===== src/logic/i2c_pkg.sv =====
package i2c_pkg;

    ////////////////////////////////////////////////////////////
    // widths
    ////////////////////////////////////////////////////////////

    typedef logic [7:0]  byte_t;
    typedef logic [7:0]  count_t;
    typedef logic [15:0] divider_t;
    typedef logic [6:0]  dev_addr_t;

    // quarter-bit position inside one bus bit
    typedef logic [1:0]  phase_t;

    // one register transaction, 24 bits
    typedef struct packed {
        dev_addr_t dev_addr;
        logic      read;
        count_t    num_bytes;
        byte_t     reg_addr;
    } i2c_cmd_t;

    // bus levels, 1 on an output means released
    typedef struct packed {
        logic scl;
        logic sda;
    } i2c_line_t;

    typedef enum logic [3:0] {
        st_idle,
        st_start,
        st_addr_w,
        st_addr_r,
        st_check_ack,
        st_reg_addr,
        st_restart,
        st_write_data,
        st_read_data,
        st_send_ack,
        st_send_nack,
        st_stop
    } seq_state_t;

    localparam int CMD_FIFO_DEPTH  = 2;
    localparam int DATA_FIFO_DEPTH = 4;

endpackage


===== src/logic/stream_fifo.sv =====
`timescale 1ns/10ps

module stream_fifo #(
    parameter int WIDTH = 8,
    parameter int DEPTH = 4
) (
    input  logic             clock,
    input  logic             reset_n,

    input  logic             in_valid,
    output logic             in_ready,
    input  logic [WIDTH-1:0] in_data,

    output logic             out_valid,
    input  logic             out_ready,
    output logic [WIDTH-1:0] out_data
);

    typedef logic [$clog2(DEPTH)-1:0]   ptr_t;
    typedef logic [$clog2(DEPTH+1)-1:0] level_t;

    logic [WIDTH-1:0] mem [DEPTH];
    ptr_t             wr_ptr;
    ptr_t             rd_ptr;
    level_t           level;
    logic             push;
    logic             pop;

    // wrap at DEPTH, which need not be a power of two
    function automatic ptr_t ptr_next(input ptr_t ptr);
        return (ptr == ptr_t'(DEPTH - 1)) ? '0 : ptr + 1'b1;
    endfunction

    assign in_ready  = (level != level_t'(DEPTH));
    assign out_valid = (level != '0);
    assign push      = in_valid && in_ready;
    assign pop       = out_valid && out_ready;

    // head entry shown directly
    assign out_data  = mem[rd_ptr];

    always_ff @(posedge clock) begin
        if (push) begin
            mem[wr_ptr] <= in_data;
        end
    end

    always_ff @(posedge clock or negedge reset_n) begin
        if (!reset_n) begin
            wr_ptr <= '0;
            rd_ptr <= '0;
            level  <= '0;
        end else begin
            if (push) begin
                wr_ptr <= ptr_next(wr_ptr);
            end
            if (pop) begin
                rd_ptr <= ptr_next(rd_ptr);
            end
            // simultaneous push and pop keeps the level
            case ({push, pop})
                2'b10:   level <= level + 1'b1;
                2'b01:   level <= level - 1'b1;
                default: level <= level;
            endcase
        end
    end

endmodule


===== src/logic/scl_tick_gen.sv =====
`timescale 1ns/10ps

module scl_tick_gen (
    input  logic              clock,
    input  logic              reset_n,
    input  i2c_pkg::divider_t divider,
    input  logic              idle,
    input  logic              start_request,
    output logic              tick
);
    import i2c_pkg::*;

    divider_t count;

    // in idle only a waiting command makes a tick, at once
    assign tick = idle ? start_request : (count == '0);

    always_ff @(posedge clock or negedge reset_n) begin
        if (!reset_n) begin
            count <= '0;
        end else if (tick) begin
            count <= divider - 1'b1;
        end else if (!idle) begin
            count <= count - 1'b1;
        end
    end

endmodule


===== src/logic/i2c_bit_sequencer.sv =====
`timescale 1ns/10ps

module i2c_bit_sequencer (
    input  logic               clock,
    input  logic               reset_n,
    input  logic               tick,

    input  logic               cmd_valid,
    input  i2c_pkg::i2c_cmd_t  cmd,
    output logic               cmd_ready,

    input  logic               wr_valid,
    input  i2c_pkg::byte_t     wr_data,
    output logic               wr_ready,

    output logic               rd_valid,
    output i2c_pkg::byte_t     rd_data,
    input  logic               rd_ready,

    input  i2c_pkg::i2c_line_t line_in,
    output i2c_pkg::i2c_line_t line_out,

    output logic               idle
);
    import i2c_pkg::*;

    localparam logic [2:0] BYTE_MSB = 3'd7;

    seq_state_t state;
    seq_state_t follow;
    phase_t     phase;
    logic [2:0] bit_cnt;
    count_t     byte_cnt;
    logic       nack;
    logic       abort;
    byte_t      tx_byte;

    ////////////////////////////////////////////////////////////
    // stream handshakes
    ////////////////////////////////////////////////////////////

    assign idle = (state == st_idle);

    // command stays at the FIFO head until STOP is done
    assign cmd_ready = tick && (state == st_stop) && (phase == 2'd3);

    // write byte popped after its last bit has gone out
    assign wr_ready = tick && (state == st_write_data) && (phase == 2'd3) && (bit_cnt == '0);

    // NACK before any data byte ends the transaction
    assign abort = nack && (byte_cnt == cmd.num_bytes);

    // byte being shifted out, MSB first
    always_comb begin
        case (state)
            st_addr_w:   tx_byte = {cmd.dev_addr, 1'b0};
            st_addr_r:   tx_byte = {cmd.dev_addr, 1'b1};
            st_reg_addr: tx_byte = cmd.reg_addr;
            default:     tx_byte = wr_data;
        endcase
    end

    always_ff @(posedge clock or negedge reset_n) begin
        if (!reset_n) begin
            rd_valid <= 1'b0;
        end else if (tick && (state == st_read_data) && (phase == 2'd2) && (bit_cnt == '0)) begin
            rd_valid <= 1'b1;
        end else if (rd_ready) begin
            rd_valid <= 1'b0;
        end
    end

    // read bits land in place, no shifting needed
    always_ff @(posedge clock) begin
        if (tick && (state == st_read_data) && (phase == 2'd2)) begin
            rd_data[bit_cnt] <= line_in.sda;
        end
    end

    ////////////////////////////////////////////////////////////
    // bit FSM, one step per tick
    ////////////////////////////////////////////////////////////

    always_ff @(posedge clock or negedge reset_n) begin
        if (!reset_n) begin
            state    <= st_idle;
            follow   <= st_idle;
            phase    <= '0;
            bit_cnt  <= BYTE_MSB;
            byte_cnt <= '0;
            nack     <= 1'b0;
            line_out <= '{scl: 1'b1, sda: 1'b1};
        end else if (tick) begin
            if (state == st_idle) begin
                if (cmd_valid) begin
                    state    <= st_start;
                    phase    <= '0;
                    byte_cnt <= cmd.num_bytes;
                end
            end else begin
                case (phase)
                    2'd0: begin
                        line_out.scl <= 1'b1;
                        phase        <= 2'd1;
                    end
                    2'd1: begin
                        // target may be stretching the clock
                        if (line_in.scl) begin
                            phase <= 2'd2;
                            if (state == st_start || state == st_restart) begin
                                line_out.sda <= 1'b0;
                            end else if (state == st_stop) begin
                                line_out.sda <= 1'b1;
                            end
                        end
                    end
                    2'd2: begin
                        phase <= 2'd3;
                        if (state != st_stop) begin
                            line_out.scl <= 1'b0;
                        end
                        if (state == st_check_ack) begin
                            nack <= line_in.sda;
                        end
                    end
                    default: begin
                        case (state)
                            st_start, st_restart: begin
                                line_out.sda <= cmd.dev_addr[6];
                                bit_cnt      <= BYTE_MSB;
                                state        <= (state == st_start) ? st_addr_w : st_addr_r;
                                phase        <= '0;
                            end
                            st_addr_w, st_addr_r, st_reg_addr, st_write_data: begin
                                phase   <= '0;
                                bit_cnt <= bit_cnt - 1'b1;
                                if (bit_cnt == '0) begin
                                    // release SDA for the target ACK
                                    line_out.sda <= 1'b1;
                                    state        <= st_check_ack;
                                    case (state)
                                        st_addr_w: follow <= st_reg_addr;
                                        st_addr_r: follow <= st_read_data;
                                        st_reg_addr: begin
                                            follow <= cmd.read ? st_restart : st_write_data;
                                        end
                                        default: begin
                                            follow   <= (byte_cnt == 8'd1) ? st_stop
                                                                           : st_write_data;
                                            byte_cnt <= byte_cnt - 1'b1;
                                        end
                                    endcase
                                end else begin
                                    line_out.sda <= tx_byte[bit_cnt - 1'b1];
                                end
                            end
                            st_check_ack: begin
                                if (abort || follow == st_stop) begin
                                    line_out.sda <= 1'b0;
                                    state        <= st_stop;
                                    phase        <= '0;
                                end else if (follow == st_write_data) begin
                                    // hold SCL low until a write byte is there
                                    if (wr_valid) begin
                                        line_out.sda <= wr_data[7];
                                        state        <= st_write_data;
                                        bit_cnt      <= BYTE_MSB;
                                        phase        <= '0;
                                    end
                                end else if (follow == st_reg_addr) begin
                                    line_out.sda <= cmd.reg_addr[7];
                                    state        <= st_reg_addr;
                                    bit_cnt      <= BYTE_MSB;
                                    phase        <= '0;
                                end else begin
                                    // restart or read, both begin with SDA released
                                    line_out.sda <= 1'b1;
                                    state        <= follow;
                                    bit_cnt      <= BYTE_MSB;
                                    phase        <= '0;
                                end
                            end
                            st_read_data: begin
                                if (bit_cnt != '0) begin
                                    bit_cnt <= bit_cnt - 1'b1;
                                    phase   <= '0;
                                end else if (!rd_valid || rd_ready) begin
                                    bit_cnt  <= BYTE_MSB;
                                    byte_cnt <= byte_cnt - 1'b1;
                                    phase    <= '0;
                                    if (byte_cnt == 8'd1) begin
                                        line_out.sda <= 1'b1;
                                        state        <= st_send_nack;
                                    end else begin
                                        line_out.sda <= 1'b0;
                                        state        <= st_send_ack;
                                    end
                                end
                            end
                            st_send_ack: begin
                                line_out.sda <= 1'b1;
                                state        <= st_read_data;
                                phase        <= '0;
                            end
                            st_send_nack: begin
                                // SDA low so the STOP edge can follow
                                line_out.sda <= 1'b0;
                                state        <= st_stop;
                                phase        <= '0;
                            end
                            default: begin
                                state <= st_idle;
                                phase <= '0;
                            end
                        endcase
                    end
                endcase
            end
        end
    end

endmodule


===== src/logic/i2c_master_top.sv =====
`timescale 1ns/10ps

module i2c_master_top (
    input  logic               clock,
    input  logic               reset_n,

    input  logic               s_cmd_valid,
    output logic               s_cmd_ready,
    input  i2c_pkg::i2c_cmd_t  s_cmd,

    input  logic               s_wr_valid,
    output logic               s_wr_ready,
    input  i2c_pkg::byte_t     s_wr_data,

    output logic               m_rd_valid,
    input  logic               m_rd_ready,
    output i2c_pkg::byte_t     m_rd_data,

    input  i2c_pkg::divider_t  divider,

    input  i2c_pkg::i2c_line_t line_in,
    output i2c_pkg::i2c_line_t line_out
);
    import i2c_pkg::*;

    i2c_cmd_t cmd;
    logic     cmd_valid;
    logic     cmd_ready;
    byte_t    wr_data;
    logic     wr_valid;
    logic     wr_ready;
    byte_t    rd_data;
    logic     rd_valid;
    logic     rd_ready;
    logic     tick;
    logic     idle;

    ////////////////////////////////////////////////////////////
    // input side
    ////////////////////////////////////////////////////////////

    stream_fifo #(.WIDTH($bits(i2c_cmd_t)), .DEPTH(CMD_FIFO_DEPTH)) cmd_fifo (
        .clock     (clock),
        .reset_n   (reset_n),
        .in_valid  (s_cmd_valid),
        .in_ready  (s_cmd_ready),
        .in_data   (s_cmd),
        .out_valid (cmd_valid),
        .out_ready (cmd_ready),
        .out_data  (cmd)
    );

    stream_fifo #(.WIDTH($bits(byte_t)), .DEPTH(DATA_FIFO_DEPTH)) wr_fifo (
        .clock     (clock),
        .reset_n   (reset_n),
        .in_valid  (s_wr_valid),
        .in_ready  (s_wr_ready),
        .in_data   (s_wr_data),
        .out_valid (wr_valid),
        .out_ready (wr_ready),
        .out_data  (wr_data)
    );

    ////////////////////////////////////////////////////////////
    // bus timing and sequencing
    ////////////////////////////////////////////////////////////

    scl_tick_gen u_tick_gen (
        .clock         (clock),
        .reset_n       (reset_n),
        .divider       (divider),
        .idle          (idle),
        .start_request (cmd_valid),
        .tick          (tick)
    );

    i2c_bit_sequencer u_sequencer (
        .clock     (clock),
        .reset_n   (reset_n),
        .tick      (tick),
        .cmd_valid (cmd_valid),
        .cmd       (cmd),
        .cmd_ready (cmd_ready),
        .wr_valid  (wr_valid),
        .wr_data   (wr_data),
        .wr_ready  (wr_ready),
        .rd_valid  (rd_valid),
        .rd_data   (rd_data),
        .rd_ready  (rd_ready),
        .line_in   (line_in),
        .line_out  (line_out),
        .idle      (idle)
    );

    // output side
    stream_fifo #(.WIDTH($bits(byte_t)), .DEPTH(DATA_FIFO_DEPTH)) rd_fifo (
        .clock     (clock),
        .reset_n   (reset_n),
        .in_valid  (rd_valid),
        .in_ready  (rd_ready),
        .in_data   (rd_data),
        .out_valid (m_rd_valid),
        .out_ready (m_rd_ready),
        .out_data  (m_rd_data)
    );

endmodule


===== config.mk =====
export PLATFORM = sky130hd
export DESIGN_NAME = i2c_master_top
export DESIGN_NICKNAME = d
export VERILOG_FILES = /design/src/logic/i2c_pkg.sv /design/src/logic/stream_fifo.sv /design/src/logic/scl_tick_gen.sv /design/src/logic/i2c_bit_sequencer.sv /design/src/logic/i2c_master_top.sv
export SDC_FILE = /design/constraint.sdc
export NUM_CORES = 1
export LEC_CHECK = 0
export ABC_AREA = 1
export ABC_CLOCK_PERIOD_IN_PS = 3470
export BUFFER_PORTS_ARGS = -buffer_cell sky130_fd_sc_hd__buf_2
export CORE_MARGIN = 10
export CORE_UTILIZATION = 60
export DETAILED_ROUTE_END_ITERATION = 6
export GPL_TIMING_DRIVEN = 1
export HOLD_SLACK_MARGIN = 0.08
export PLACE_DENSITY_LB_ADDON = 0.1
export SKIP_LAST_GASP = 1
export SYNTH_ARGS = -nofsm -noshare
export SYNTH_HDL_FRONTEND = slang
export SYNTH_SLANG_ARGS = --single-unit

===== constraint.sdc =====
create_clock -name clock -period 3.47 [get_ports clock]
set_input_delay 0.694 -clock clock [delete_from_list [all_inputs] [get_ports clock]]
set_output_delay 0.694 -clock clock [all_outputs]
set_load 0.005 [all_outputs]

; ---- Word-level counts from Yosys, hierarchy flattened
; Memories as Yosys holds them, arrays and structs flattened.
; Index checks and enable logic that the tools add are counted.
[totals]
ff_bits = 67
mem_bits_rw = 112
n_memories = 3
out_inout_bits = 13
[classes]
n_lt_le_gt_ge = 3
n_bitwise = 3
add_sub_neg = 16
eq_ne = 53
reduce_logical = 49
n_mux = 81
[mem_list]
columns = name, depth, word_bits, read_ports, rd_ports_with_merged_regs, write_ports, line_no
row1 = cmd_fifo.mem, 2, 24, 1, 0, 1, stream_fifo.sv:22  ; logic [WIDTH-1:0] mem [DEPTH];
row2 = rd_fifo.mem, 4, 8, 1, 0, 1, stream_fifo.sv:22
row3 = wr_fifo.mem, 4, 8, 1, 0, 1, stream_fifo.sv:22
[op_table]
columns = operator, count
row1 = $mux 8, 7
row2 = $mux 4, 11
row3 = $mux 16, 2
row4 = $sub 16x1->16 const B, 2
row5 = $ne 3x3->1 const B, 10
row6 = $mux 1, 27
row7 = $mux 2, 13
row8 = $eq 4x3->1 const B, 6
row9 = $pmux 4 s6, 1
row10 = $pmux 8 s3, 1
row11 = $eq 4x4->1 const B, 5
row12 = $eq 2x2->1 const B, 9
row13 = $logic_and 1x1->1, 16
row14 = $logic_not 16->1, 1
row15 = $pmux 8 s2, 1
row16 = $mux 3, 5
row17 = $reduce_and 7->1, 2
row18 = $pmux 3 s2, 2
row19 = $pmux 3 s4, 1
row20 = $pmux 4 s3, 1
row21 = $reduce_bool 2->1, 6
row22 = $reduce_bool 3->1, 4
row23 = $add 2x1->2 const B, 5
row24 = $ne 2x2->1 const B, 5
row25 = other kinds (41), 62

; ---- Longest topological paths before layout
; Gate-level depths: netlist (run 1).
[depth]
word_depth = 8
ltp_mapped = 19

; ---- By module
; A second synthesis (run 1) with hierarchy kept.
[unflattened]
cells_unflattened = 1043
hier_area_um2 = 9586.7
[modules_own_cells]
columns = mod, cells_each, seq_area_each_um2, instances, area_each_um2
row1 = stream_fifo at rd_fifo ..., 152, 1136.1, 2, 1771.7
row2 = i2c_bit_sequencer, 347, 872.1, 1, 2509.9
row3 = stream_fifo at cmd_fifo, 155, 1541.5, 1, 2011.9
row4 = scl_tick_gen, 237, 400.4, 1, 1521.5

; ---- Worst setup path after synthesis (run 1)
; No wires, ideal clock.
[synth_timing]
path_type = register to register
from = reg u_sequencer.bit_cnt[0]
to = reg wr_fifo.level[2]
stages_incl_launch_ff = 15
arrival_time_ps = 2606
setup_time_ps = 131
period_less_slack_ps = 2737
slack_ps = 733
cell_sequence = dfstp_2 > clkbuf_1 > inv_1 > clkbuf_1 > ha_1 > nand2_1 > inv_1 > nand3_1 > nor3b_2 > ha_1 > inv_1 > fa_1 > a21oi_1 > o21ai_0 > xor2_1
[synth_between]
elab_chain_cells = 5
elab_cells_between_ends = 7
cone_classes = 2 x eq/ne / 1 x mux / 4 x reduce/logical
[synth_rtl]
columns = item, line_no
row1 = from (decl), i2c_bit_sequencer.sv:32  ; logic [2:0] bit_cnt;
row2 = from (signal assigned), i2c_bit_sequencer.sv:136  ; bit_cnt <= bit_cnt - 1'b1;
row3 = from (signal assigned), i2c_bit_sequencer.sv:185  ; bit_cnt <= bit_cnt - 1'b1;
row4 = $logic_not 3->1 *, i2c_bit_sequencer.sv:48  ; assign wr_ready = tick && (state == st_write_data) && (phase == 2'd3) && (bit_cnt == '0);
row5 = $logic_and 1x1->1 *, i2c_bit_sequencer.sv:48
row6 = $logic_and 1x1->1 *, stream_fifo.sv:37  ; assign pop = out_valid && out_ready;
row7 = named net wr_fifo.pop, stream_fifo.sv:27  ; logic pop;
row8 = $eq 2x1->1 / $eq 2x2->1 (equally long branches), stream_fifo.sv:61  ; case ({push, pop})
row9 = $pmux 3 s2 / $reduce_bool 2->1 (equally long branches), n/a
row10 = to (signal assigned), stream_fifo.sv:62  ; 2'b10: level <= level + 1'b1;
row11 = to (signal assigned), stream_fifo.sv:63  ; 2'b01: level <= level - 1'b1;
row12 = to (signal assigned), stream_fifo.sv:64  ; default: level <= level;
row13 = to (decl), stream_fifo.sv:25  ; level_t level;
; The timed path passes the listed nets; every way through them passes the cells marked *.
; A chain may end at the register's enable or synchronous reset.

; ---- Final worst setup path (run 1)
[layout_timing]
from = reg u_sequencer.state[1]
to = reg wr_fifo.level[2]
[layout_between]
elab_chain_cells = 8
elab_cells_between_ends = 11
cone_classes = 3 x eq/ne / 2 x mux / 6 x reduce/logical
[layout_rtl]
columns = item, line_no
row1 = from (decl), i2c_bit_sequencer.sv:29  ; seq_state_t state;
row2 = from (signal assigned), i2c_bit_sequencer.sv:86  ; state <= st_idle;
row3 = from (signal assigned), i2c_bit_sequencer.sv:96  ; state <= st_start;
row4 = from (signal assigned), i2c_bit_sequencer.sv:131  ; state <= (state == st_start) ? st_addr_w : st_addr_r;
row5 = $logic_not 4->1, i2c_bit_sequencer.sv:42  ; assign idle = (state == st_idle);
row6 = $mux 1, scl_tick_gen.sv:16  ; assign tick = idle ? start_request : (count == '0);
row7 = $logic_and 1x1->1 * (3 in series), i2c_bit_sequencer.sv:48
row8 = $logic_and 1x1->1 *, stream_fifo.sv:37
row9 = named net wr_fifo.pop, stream_fifo.sv:27
row10 = $eq 2x1->1 / $eq 2x2->1 (equally long branches), stream_fifo.sv:61
row11 = $pmux 3 s2 / $reduce_bool 2->1 (equally long branches), n/a
; Marks and branches as above.

==> results of run 1 <==
[registers in the layout (all words and copies together), names as in the netlist, 3 cells and up]
register	cells
cmd_fifo.mem	48
rd_fifo.level	3
rd_fifo.mem	32
u_sequencer.bit_cnt	3
u_sequencer.byte_cnt	8
u_sequencer.follow	4
u_sequencer.rd_data	8
u_sequencer.state	4
u_tick_gen.count	16
wr_fifo.level	3
wr_fifo.mem	32
[metrics by stage]
step                      hold WS (ps)  cell area, sq um  worst slack (ps)  instances  utilization (%)
after floorplan                  398.4              9067             732.9        998                -
after global placement           464.0              9542             640.7       1231            65.16
after detailed placement         471.5              9542             542.9       1231            65.16
after CTS                        167.8             10130             537.2       1263            69.18
after global routing             191.2             10130             282.8       1263            69.18
final                            171.3             10130             528.1       1263            69.18
[cell usage after synthesis, types with 4 or more instances]
master | n | share of area [%]
inv_1 | 105 | 4.3
dfstp_2 | 5 | 1.4
buf_2 | 8 | 0.44
dfrtp_1 | 54 | 15
clkbuf_1 | 10 | 0.41
o22ai_1 | 9 | 0.62
nand4_1 | 8 | 0.55
ha_1 | 23 | 3.2
edfxtp_1 | 120 | 40
o21ai_0 | 70 | 3.9
nand2_4 | 4 | 0.50
nand3_1 | 67 | 3.7
xor2_1 | 6 | 0.58
o211ai_1 | 5 | 0.41
inv_2 | 5 | 0.21
nand2_2 | 5 | 0.34
nor2_1 | 114 | 4.7
o21ai_2 | 4 | 0.39
or2_2 | 8 | 0.55
nor3_1 | 21 | 1.2
xnor2_1 | 5 | 0.48
a31oi_1 | 6 | 0.41
nor2_2 | 6 | 0.41
a21oi_1 | 27 | 1.5
nand2_1 | 264 | 11
[area by class of cell]
| cell class | count | share of cell area, % |
|---|---|---|
| clock buffers | 17 | 4.199 |
| repair buffers | 74 | 3.829 |
| multi-input cells | 682 | 33.68 |
| well taps | 184 | 2.272 |
| flip-flops and latches | 179 | 50.20 |
| inverters | 112 | 4.199 |
| clock inverters | 15 | 1.618 |
[worst max-delay path: stages, from the launching register on]
cell	delay [ps]
dfrtp_1	440
inv_2	120
nand2_4	90
nor2_8	230
inv_6	110
nand2_4	180
nand2_4	250
nor3b_2	360
ha_1	200
inv_1	70
fa_1	370
a21oi_1	140
o21ai_0	110
xor2_1	150
[logic make-up (layout without fill, tap and decap cells)]
group	Yosys count	after routing	synth area share [%]
AO/OA/AOI/OAI	135	135	8.473
multiplexers	1	1	0.1104
XOR/XNOR	11	11	1.062
adder cells (fa/ha/maj)	25	25	3.615
AND/OR/NAND/NOR	510	510	24.31
flip-flops	179	179	56.09
buffers and inverters	137	218	6.334
[path summary, 6_finish.rpt]
path / endpoint / startpoint / slack [ps]
max in group asynchronous: u_sequencer.line_out[0] / reset_n / 2570
max reg2reg: wr_fifo.level[2] / u_sequencer.state[1] / 530
max: wr_fifo.level[2] / u_sequencer.state[1] / 530
min: rd_fifo.rd_ptr[0] / reset_n / 170
min reg2reg: wr_fifo.level[0] / wr_fifo.level[0] / 490
min in group clock: cmd_fifo.mem[1][15] / s_cmd[15] / 440
[where the power goes]
part           switching (mW)  internal (mW)  total (mW)
logic                    2.01          0.970        2.98
registers               0.289           2.78        3.07
clock network           0.874           1.02        1.90
[metal layers]
layer	share of wire, %	wire length (um)	GRT usage, %
met1	46	8549	25.31
met2	47	8826	30.43
met3	5.2	967	4.478
met4	1.5	270	6.189
met5	0	0	0
==> run metrics, run 1 <==
clock buffer depth=2; Die Ht=142.9 um; Seq. cell area=0.005086 sq mm; Arr. time, crit path=3250 ps; layout cell share with drive strength beyond 1=14.27%; nets=1146; worst r2r path cells=13; Syn Std Cell Area=0.009067 sq mm; Top-Level Pins=68; ys async rst share=32.96%; core area=0.01464 sq mm; Mapped Cells=998; largest net degree at the start of global routing=31; Min-Delay Path Class=in -> async; antenna violations before repair=0; final hold vios=0; global-route wire length before repair=31190 um; Leakage Power=4.353 nW; vias in the first global route=6405; Ant. Diodes=0; EDFF count, synth=120; highest clock rate=339.9 MHz; RSZ-0062 raised after global routing=no; Initial Utilization=61.92%; primary flip-flop cell chosen by synthesis mapping=edfxtp_1; fin crit share=84.78%; CTS root buffer=clkbuf_16; total power=7.949 mW; setup_tns=0 ps; final wirelength=18610 um; Yosys Warn Count=0; Filler cells=1195; # setup viols final=0; CP Launch Type=register; syn avg cell area=9.086 sq um; number of synthesized register bits=179; commonest cells after routing, fill and taps aside=nand2_1 (264), edfxtp_1 (120), nor2_1 (112); H-tree depth=4; multi-input logic area=0.003412 sq mm; Total GRT Usage=19.10%; sequential fraction of the synthesis area=56.09%; DRT iter0 DRCs=515; Via density=5.354; GRT overflow=0; Worst Setup End Kind=register; area grow syn2layout=11.73%; CTS tree=built; CP Max Fanout=30; most common cell after layout, fill and taps aside=nand2_1; Num CTS Buffers=17; Clock Sinks=179; Skew-Pair Late Insertion Delay=440 ps; setup bufs post-CTS=0; Worst Path Required=3780 ps; post-CTS resize count=0; vias=6762; worst slew pin tran=799.3 ps; status=finished, final reports clean; drt first pass iters=5; die area=0.02043 sq mm; DRC viols=0; cts hold-fix bufs=0; pwr/cell area=784.6 mW/mm^2; library cells used by synthesis=54; total of max-cap violations=0; clock slew at reported path FFs=70 ps; antenna-violating nets left=0; post-DR wirelength/cell=14.74 um; row count=44; Slew HR=46.52%; skew final=14.91 ps; fin crit period=2942 ps; Die Wd=142.9 um; dpl hpwl=13320 um; critical path type=reg -> reg; fin. max-slew vios=0; peak supply drop=0.5170 mV; PortBufs=67; net count after synthesis=1078; Final Wtd Congestion=0.9065
No activity file was read; power rests on OpenSTA's default activity.
==> run 2, diff against run 1 <==
--- a/config.mk
+++ b/config.mk
@@ -5,8 +5,8 @@
 export SDC_FILE = /design/constraint.sdc
 export NUM_CORES = 1
 export LEC_CHECK = 0
-export ABC_AREA = 1
-export ABC_CLOCK_PERIOD_IN_PS = 3470
+export ABC_AREA = 0
+export ABC_CLOCK_PERIOD_IN_PS = 2850
 export BUFFER_PORTS_ARGS = -buffer_cell sky130_fd_sc_hd__buf_2
 export CORE_MARGIN = 10
 export CORE_UTILIZATION = 60
==> constraint.sdc (replaced) <==
create_clock -name clock -period 2.85 [get_ports clock]
set_input_delay 0.57 -clock clock [delete_from_list [all_inputs] [get_ports clock]]
set_output_delay 0.57 -clock clock [all_outputs]
set_load 0.005 [all_outputs]
==> run 2 against run 1 <==
The run now ends with negative setup slack left. Combinational power shrank 15%. Non-clock buffer count grew 56. Largest power group unchanged. Sequential share of layout area shrank 2.6 points. Count of clock-buffer cells in the layout grew 1. Worst setup slack lost 850 ps. Critical endpoint is now u_tick_gen.count[12]. Cell count shrank 14%. Die area grew 0.31%. Sequential cell count is the same. Synthesized cell count shrank 22%. Fmax shrank 7.3%.
==> run metrics, run 2 <==
Clock Sinks=179; Reg with most FFs=cmd_fifo.mem; Via density=6.187; Top Metal Used=met4; Syn Std Cell Area=0.009100 sq mm; Worst Setup End Kind=register; GRT overflow=0; layout cell share with drive strength beyond 1=24.58%; primary flip-flop cell chosen by synthesis mapping=edfxtp_1; ys async rst share=32.96%; global-route wire length before repair=33690 um; worst path buffer plus inverter count=0; metal2 WL=10180 um; CTS root buffer=clkbuf_16; Worst Path Required=3170 ps; clock buffer depth=2; pwr/cell area=796.2 mW/mm^2; list of most frequent post-synthesis cells=edfxtp_1 (120), nor2_1 (57), dfrtp_1 (54), nand2_1 (52), nor3_1 (40); H-tree depth=4; Non-Filler Instances=1083; CP Launch Type=register; commonest cells after routing, fill and taps aside=edfxtp_1 (120), buf_2 (67), buf_4 (63); DRC viols=0; fin crit share=111.4%; area grow syn2layout=17.35%; multi-input logic area=0.003890 sq mm; antenna-violating nets left=0; Top-Level Pins=68; total power=8.503 mW; Seq. cell area=0.005087 sq mm; number of flip-flops in the largest register=48; Placed Area=0.009980 sq mm; highest clock rate=314.9 MHz; CTS tree=built; worst slew pin tran=737.4 ps; die area=0.02049 sq mm; failing checks=negative setup slack; Slew HR=50.17%; hold_ws=153.5 ps; most frequent cell after synthesis=edfxtp_1; post-synth top area share=39.60%; clock slew at reported path FFs=70 ps; Critical Path Max Stage Delay=560 ps; cts hold-fix bufs=0; dpl hpwl=14700 um; met3 WL=1186 um; CP Max Fanout=3; # setup viols final=3; Ant. Diodes=0; critical path type=reg -> reg; nets=966; final wirelength=20780 um; syn avg cell area=11.76 sq um; core area=0.01470 sq mm; fin. max-slew vios=0; Critical-path top delay cell=or4_4; Arr. time, crit path=3490 ps; Die Wd=143.2 um; setup slack, reg-to-reg=-330 ps; Min-Delay Path Class=in -> async; Mapped Cells=774; top cells by area, synth=edfxtp_1 (40%), dfrtp_1 (15%), mux4_2 (4.0%); row count=44; Post-Place Cells=1046; fin area=0.01068 sq mm; vias in the first global route=6718; post-DR wirelength/cell=19.19 um; final hold vios=0; Initial Utilization=61.91%; Final WS setup=-325.2 ps; RSZ-0062 raised after global routing=yes; largest net degree at the start of global routing=31; Skew-Pair Late Insertion Delay=440 ps; number of synthesized register bits=179; skew final=11.12 ps; Place WS=-343.2 ps; fin crit period=3175 ps; library cells used by synthesis=75; Final Wtd Congestion=0.9536; PortBufs=67; total of max-cap violations=0; crit-path leading delay family=simple AND/OR/NAND/NOR gates; antenna violations before repair=0; Die Ht=143.2 um; status=complete, but fails checks; Filler cells=1008; Post-Route M1 WL=9052 um; DRT iter0 DRCs=494; area leader, netlist=edfxtp_1; drt first pass iters=5; Leakage Power=3.997 nW; Most common cell on crit path=or3_1; Total GRT Usage=20.61%; net count after synthesis=854; most common cell after layout, fill and taps aside=edfxtp_1; vias=6701; Num CTS Buffers=17; EDFF count, synth=120; Top Registers=cmd_fifo.mem: 48 flops, rd_fifo.mem: 32 flops, wr_fifo.mem: 32 flops; Yosys Warn Count=0; peak supply drop=0.5294 mV; Cell Chain, Critical Path=or4_4 -> nor4_4 -> a21o_1 -> mux2i_2 -> ha_2 -> nand2_2 -> or3_1 -> or3_1 -> a21oi_1 -> a31oi_1 -> o22a_1; sequential fraction of the synthesis area=55.89%
run 2: cell count changes after synthesis, moves of 14 or more:
cell      before  now
o21ai_0       70   39
nand2b_1       0   14
nor3_1        21   40
inv_1        105   24
nand3_1       67   13
nand2_1      264   52
clkbuf_1      10   25
mux2i_1        1   27
nor2_1       114   57
mux4_2         0   16
run 2: worst reg2reg max path: stages (launching register included):
cell and delay [ps]:
dfrtp_1 380, or4_4 560, nor4_4 210, a21o_1 260
mux2i_2 260, ha_2 220, nand2_2 50, or3_1 340
or3_1 350, a21oi_1 170, a31oi_1 60, o22a_1 210
run 2: worst paths after layout:
| check | from | cells after the start | endpoint |
|---|---|---|---|
| max | u_tick_gen.count[10] | 11 | u_tick_gen.count[12] |
| min | reset_n | 1 | rd_fifo.level[1] |
| max reg2reg | u_tick_gen.count[10] | 11 | u_tick_gen.count[12] |
| min reg2reg | u_sequencer.rd_data[1] | 0 | rd_fifo.mem[1][1] |
| max in group asynchronous | reset_n | 2 | wr_fifo.wr_ptr[0] |
| min in group clock | s_cmd[11] | 1 | cmd_fifo.mem[1][11] |
run 2: power by group:
| group | internal (mW) | leakage, nW | switching (mW) |
|---|---|---|---|
| clock | 1.23 | 0.267 | 1.05 |
| combinational | 1.13 | 1.92 | 1.40 |
| sequential | 3.33 | 1.81 | 0.371 |
| total | 5.68 | 4.00 | 2.82 |
run 2: layer usage:
metal | track usage [%] | up-vias
met5 | 0 | -
met4 | 7.275 | 0
met3 | 4.710 | 31
met2 | 33.98 | 222
met1 | 26.17 | 3271
li1 | - | 3177
run 2: final cells by class:
class | instances | area share [%]
Clock buffer | 18 | 4.019
Clock inverter | 14 | 1.347
Inverter | 24 | 0.8436
Multi-Input combinational cell | 534 | 36.43
Sequential cell | 179 | 47.64
Tap cell | 184 | 2.156
Timing Repair Buffer | 130 | 7.569
run 2: what timing repair did:
item	CTS	global route
buffers inserted	3	2
resized for setup	5	13
endpoints found under the setup margin	4	15
hold endpoints to repair	0	0
pin swaps	5	6
run 2: stage by stage:
stage,util (%),TNS [ps]
floorplan,-,-840.8
global placement,67.89,-296.3
detailed placement,67.89,-837.0
CTS,72.12,-672.9
global route,72.65,-1575
finish,72.65,-868.3
run 2: logic make-up after synthesis:
| kind of cell | Yosys count | synth area share, % |
|---|---|---|
| adder cells (fa/ha/maj) | 26 | 3.712 |
| XOR/XNOR | 23 | 2.214 |
| buffers and inverters | 61 | 2.667 |
| multiplexers | 49 | 7.672 |
| AND/OR/NAND/NOR | 262 | 15.44 |
| flip-flops | 179 | 55.89 |
| AO/OA/AOI/OAI | 174 | 12.40 |
==> run 3, diff against run 2 <==
--- a/config.mk
+++ b/config.mk
@@ -7,9 +7,11 @@
 export LEC_CHECK = 0
 export ABC_AREA = 0
 export ABC_CLOCK_PERIOD_IN_PS = 2850
-export BUFFER_PORTS_ARGS = -buffer_cell sky130_fd_sc_hd__buf_2
+export BUFFER_PORTS_ARGS = -buffer_cell sky130_fd_sc_hd__clkbuf_2
+export CELL_PAD_IN_SITES_DETAIL_PLACEMENT = 1
+export CELL_PAD_IN_SITES_GLOBAL_PLACEMENT = 2
 export CORE_MARGIN = 10
-export CORE_UTILIZATION = 60
+export CORE_UTILIZATION = 41
 export DETAILED_ROUTE_END_ITERATION = 6
 export GPL_TIMING_DRIVEN = 1
 export HOLD_SLACK_MARGIN = 0.08
==> run 3 against run 2 <==
The flow still finishes with violations (negative setup slack). Non-clock buffer count up 9. Sequential cell count stayed put. Clock skew grew 3.2 ps. Worst setup slack better by 33 ps. Global-route usage fell by 3.3 points. Register-to-register slack better by 30 ps. Combinational power is 4% higher. Sequential share of layout area down 1.1 points. Critical endpoint unchanged. Largest power group unchanged.
==> run metrics, run 3 (synthesized netlist as in run 2, its figures left out) <==
status=complete, but fails checks; failing checks=negative setup slack; dpl hpwl=17870 um; Final Wtd Congestion=0.8312; fin area=0.01092 sq mm; Die Ht=169.0 um; Reg with most FFs=cmd_fifo.mem; post-DR wirelength/cell=20.44 um; most common cell after layout, fill and taps aside=edfxtp_1; Skew-Pair Late Insertion Delay=440 ps; Non-Filler Instances=1188; clock buffer depth=2; vias in the first global route=7270; metal2 WL=11580 um; crit path launch=u_tick_gen.count[10]; die area=0.02855 sq mm; GRT overflow=0; final hold vios=0; Top-Level Pins=68; area grow syn2layout=20.05%; fin crit share=110.2%; Critical Path Max Stage Delay=570 ps; worst slew pin tran=609.3 ps; combinational share of power=29.5%; Cell Chain, Critical Path=or4_4 -> nor4_4 -> a21o_1 -> mux2i_2 -> ha_2 -> nand2_2 -> or3_1 -> or3_1 -> a21oi_2 -> a31oi_1 -> o22a_1; CP Launch Type=register; critical path type=reg -> reg; pwr/cell area=814.8 mW/mm^2; highest clock rate=318.3 MHz; fin crit period=3142 ps; core area=0.02182 sq mm; global-route wire length before repair=39620 um; Most common cell on crit path=or3_1; RSZ-0062 raised after global routing=yes; fin. max-slew vios=0; Total GRT Usage=17.33%; Post-Place Cells=1151; CP Max Fanout=3; crit-path leading delay family=simple AND/OR/NAND/NOR gates; met3 WL=831 um; number of flip-flops in the largest register=48; Leakage Power=4.106 nW; skew final=14.31 ps; Critical-path top delay cell=or4_4; worst r2r src=u_tick_gen.count[10]; # setup viols final=3; Top Registers=cmd_fifo.mem: 48 flops, rd_fifo.mem: 32 flops, wr_fifo.mem: 32 flops; largest net degree at the start of global routing=31; vias=6771; drt first pass iters=5; Arr. time, crit path=3460 ps; Placed Area=0.01018 sq mm; part of the power in registers=41.6%; H-tree depth=4; commonest cells after routing, fill and taps aside=edfxtp_1 (120), buf_4 (70), clkbuf_2 (67); total of max-cap violations=0; Post-Route M1 WL=11380 um; Via density=5.699; Ant. Diodes=0; min-delay src=s_cmd[18]; nets=975; peak supply drop=0.4268 mV; Worst Setup End Kind=register; Min-Delay Path Class=in -> reg; CTS tree=built; Initial Utilization=41.70%; CTS root buffer=clkbuf_16; Num CTS Buffers=17; antenna violations before repair=0; antenna-violating nets left=0; PortBufs=67; DRT iter0 DRCs=377; Slew HR=59.01%; clock slew at reported path FFs=80 ps; Die Wd=169.0 um; Final WS setup=-291.9 ps; layout cell share with drive strength beyond 1=24.78%; switching share of power=34.26%; worst path buffer plus inverter count=0; clock power share=28.9%; Net Switching=3.049 mW; final wirelength=24280 um; DRC viols=0; Worst Path Required=3170 ps; Clock Sinks=179; Top Metal Used=met4; Pint=5.852 mW; row count=54
-- run 3: changes by cell type in the layout (fill, tap and decap cells not counted), sizes merged, moves of 4 or more --
cell and delta:
clkinv +4, clkbuf +66, buf -59, clkinvlp -5
-- run 3: what timing repair did --
action / 4_1_cts / 5_1_grt
resized for setup: 3 / 8
buffers inserted: 4 / 1
pin swaps: 4 / 6
endpoints found under the hold margin: 13 / 0
hold buffers: 1 / 0
setup endpoints to repair: 5 / 16
gates cloned: 0 / 0
-- run 3: metal layers --
| metal | vias to the layer above | track usage (%) |
|---|---|---|
| met2 | 134 | 27.43 |
| met1 | 3402 | 23.31 |
| met4 | 0 | 6.604 |
| li1 | 3204 | - |
| met3 | 31 | 2.964 |
| met5 | - | 0 |
-- run 3: path summary, 6_finish.rpt --
kind / slack [ps] / to / cells after the start
max in group asynchronous: 1470 / u_sequencer.line_out[0] / 3
hold reg to reg: 500 / rd_fifo.mem[2][0] / 0
min in group asynchronous: 590 / u_tick_gen.count[6] / 2
setup / recovery: -290 / u_tick_gen.count[12] / 11
hold / removal: 310 / cmd_fifo.mem[1][18] / 1
setup reg to reg: -290 / u_tick_gen.count[12] / 11
-- run 3: through the flow --
stage / setup TNS, ps / total power [mW] / worst slack (ps) / util (%) / hold slack (ps)
after global routing: -1536 / 9.464 / -493.6 / 50.06 / 298.2
after CTS: -712.0 / 8.993 / -305.9 / 49.87 / 286.1
after detailed placement: -917.0 / 6.377 / -317.4 / 46.65 / 488.0
final: -625.7 / 8.901 / -291.9 / 50.06 / 308.9
after floorplan: -840.8 / 5.300 / -353.2 / - / 274.4
after global placement: -343.0 / 6.216 / -201.9 / 46.65 / 473.3
-- run 3: final cells by class --
cell class | count | area (sq um)
clock buffer | 17 | 425.4
clock inverter | 15 | 224.0
fill | 2317 | 10900
inverter | 24 | 90.09
multi-input combinational | 534 | 3857
sequential | 179 | 5086
tap | 280 | 350.3
timing repair buffer | 139 | 890.9
-- run 3: power by group through the flow --
stage / Combinational [mW] / Sequential, mW / Clock [mW]
2_1_floorplan: 1.64 / 3.66 / 0
3_3_place_gp: 2.50 / 3.71 / 0
3_5_place_dp: 2.61 / 3.76 / 0
4_1_cts: 2.65 / 3.71 / 2.63
5_1_grt: 2.95 / 3.78 / 2.74
6_report: 2.63 / 3.70 / 2.57
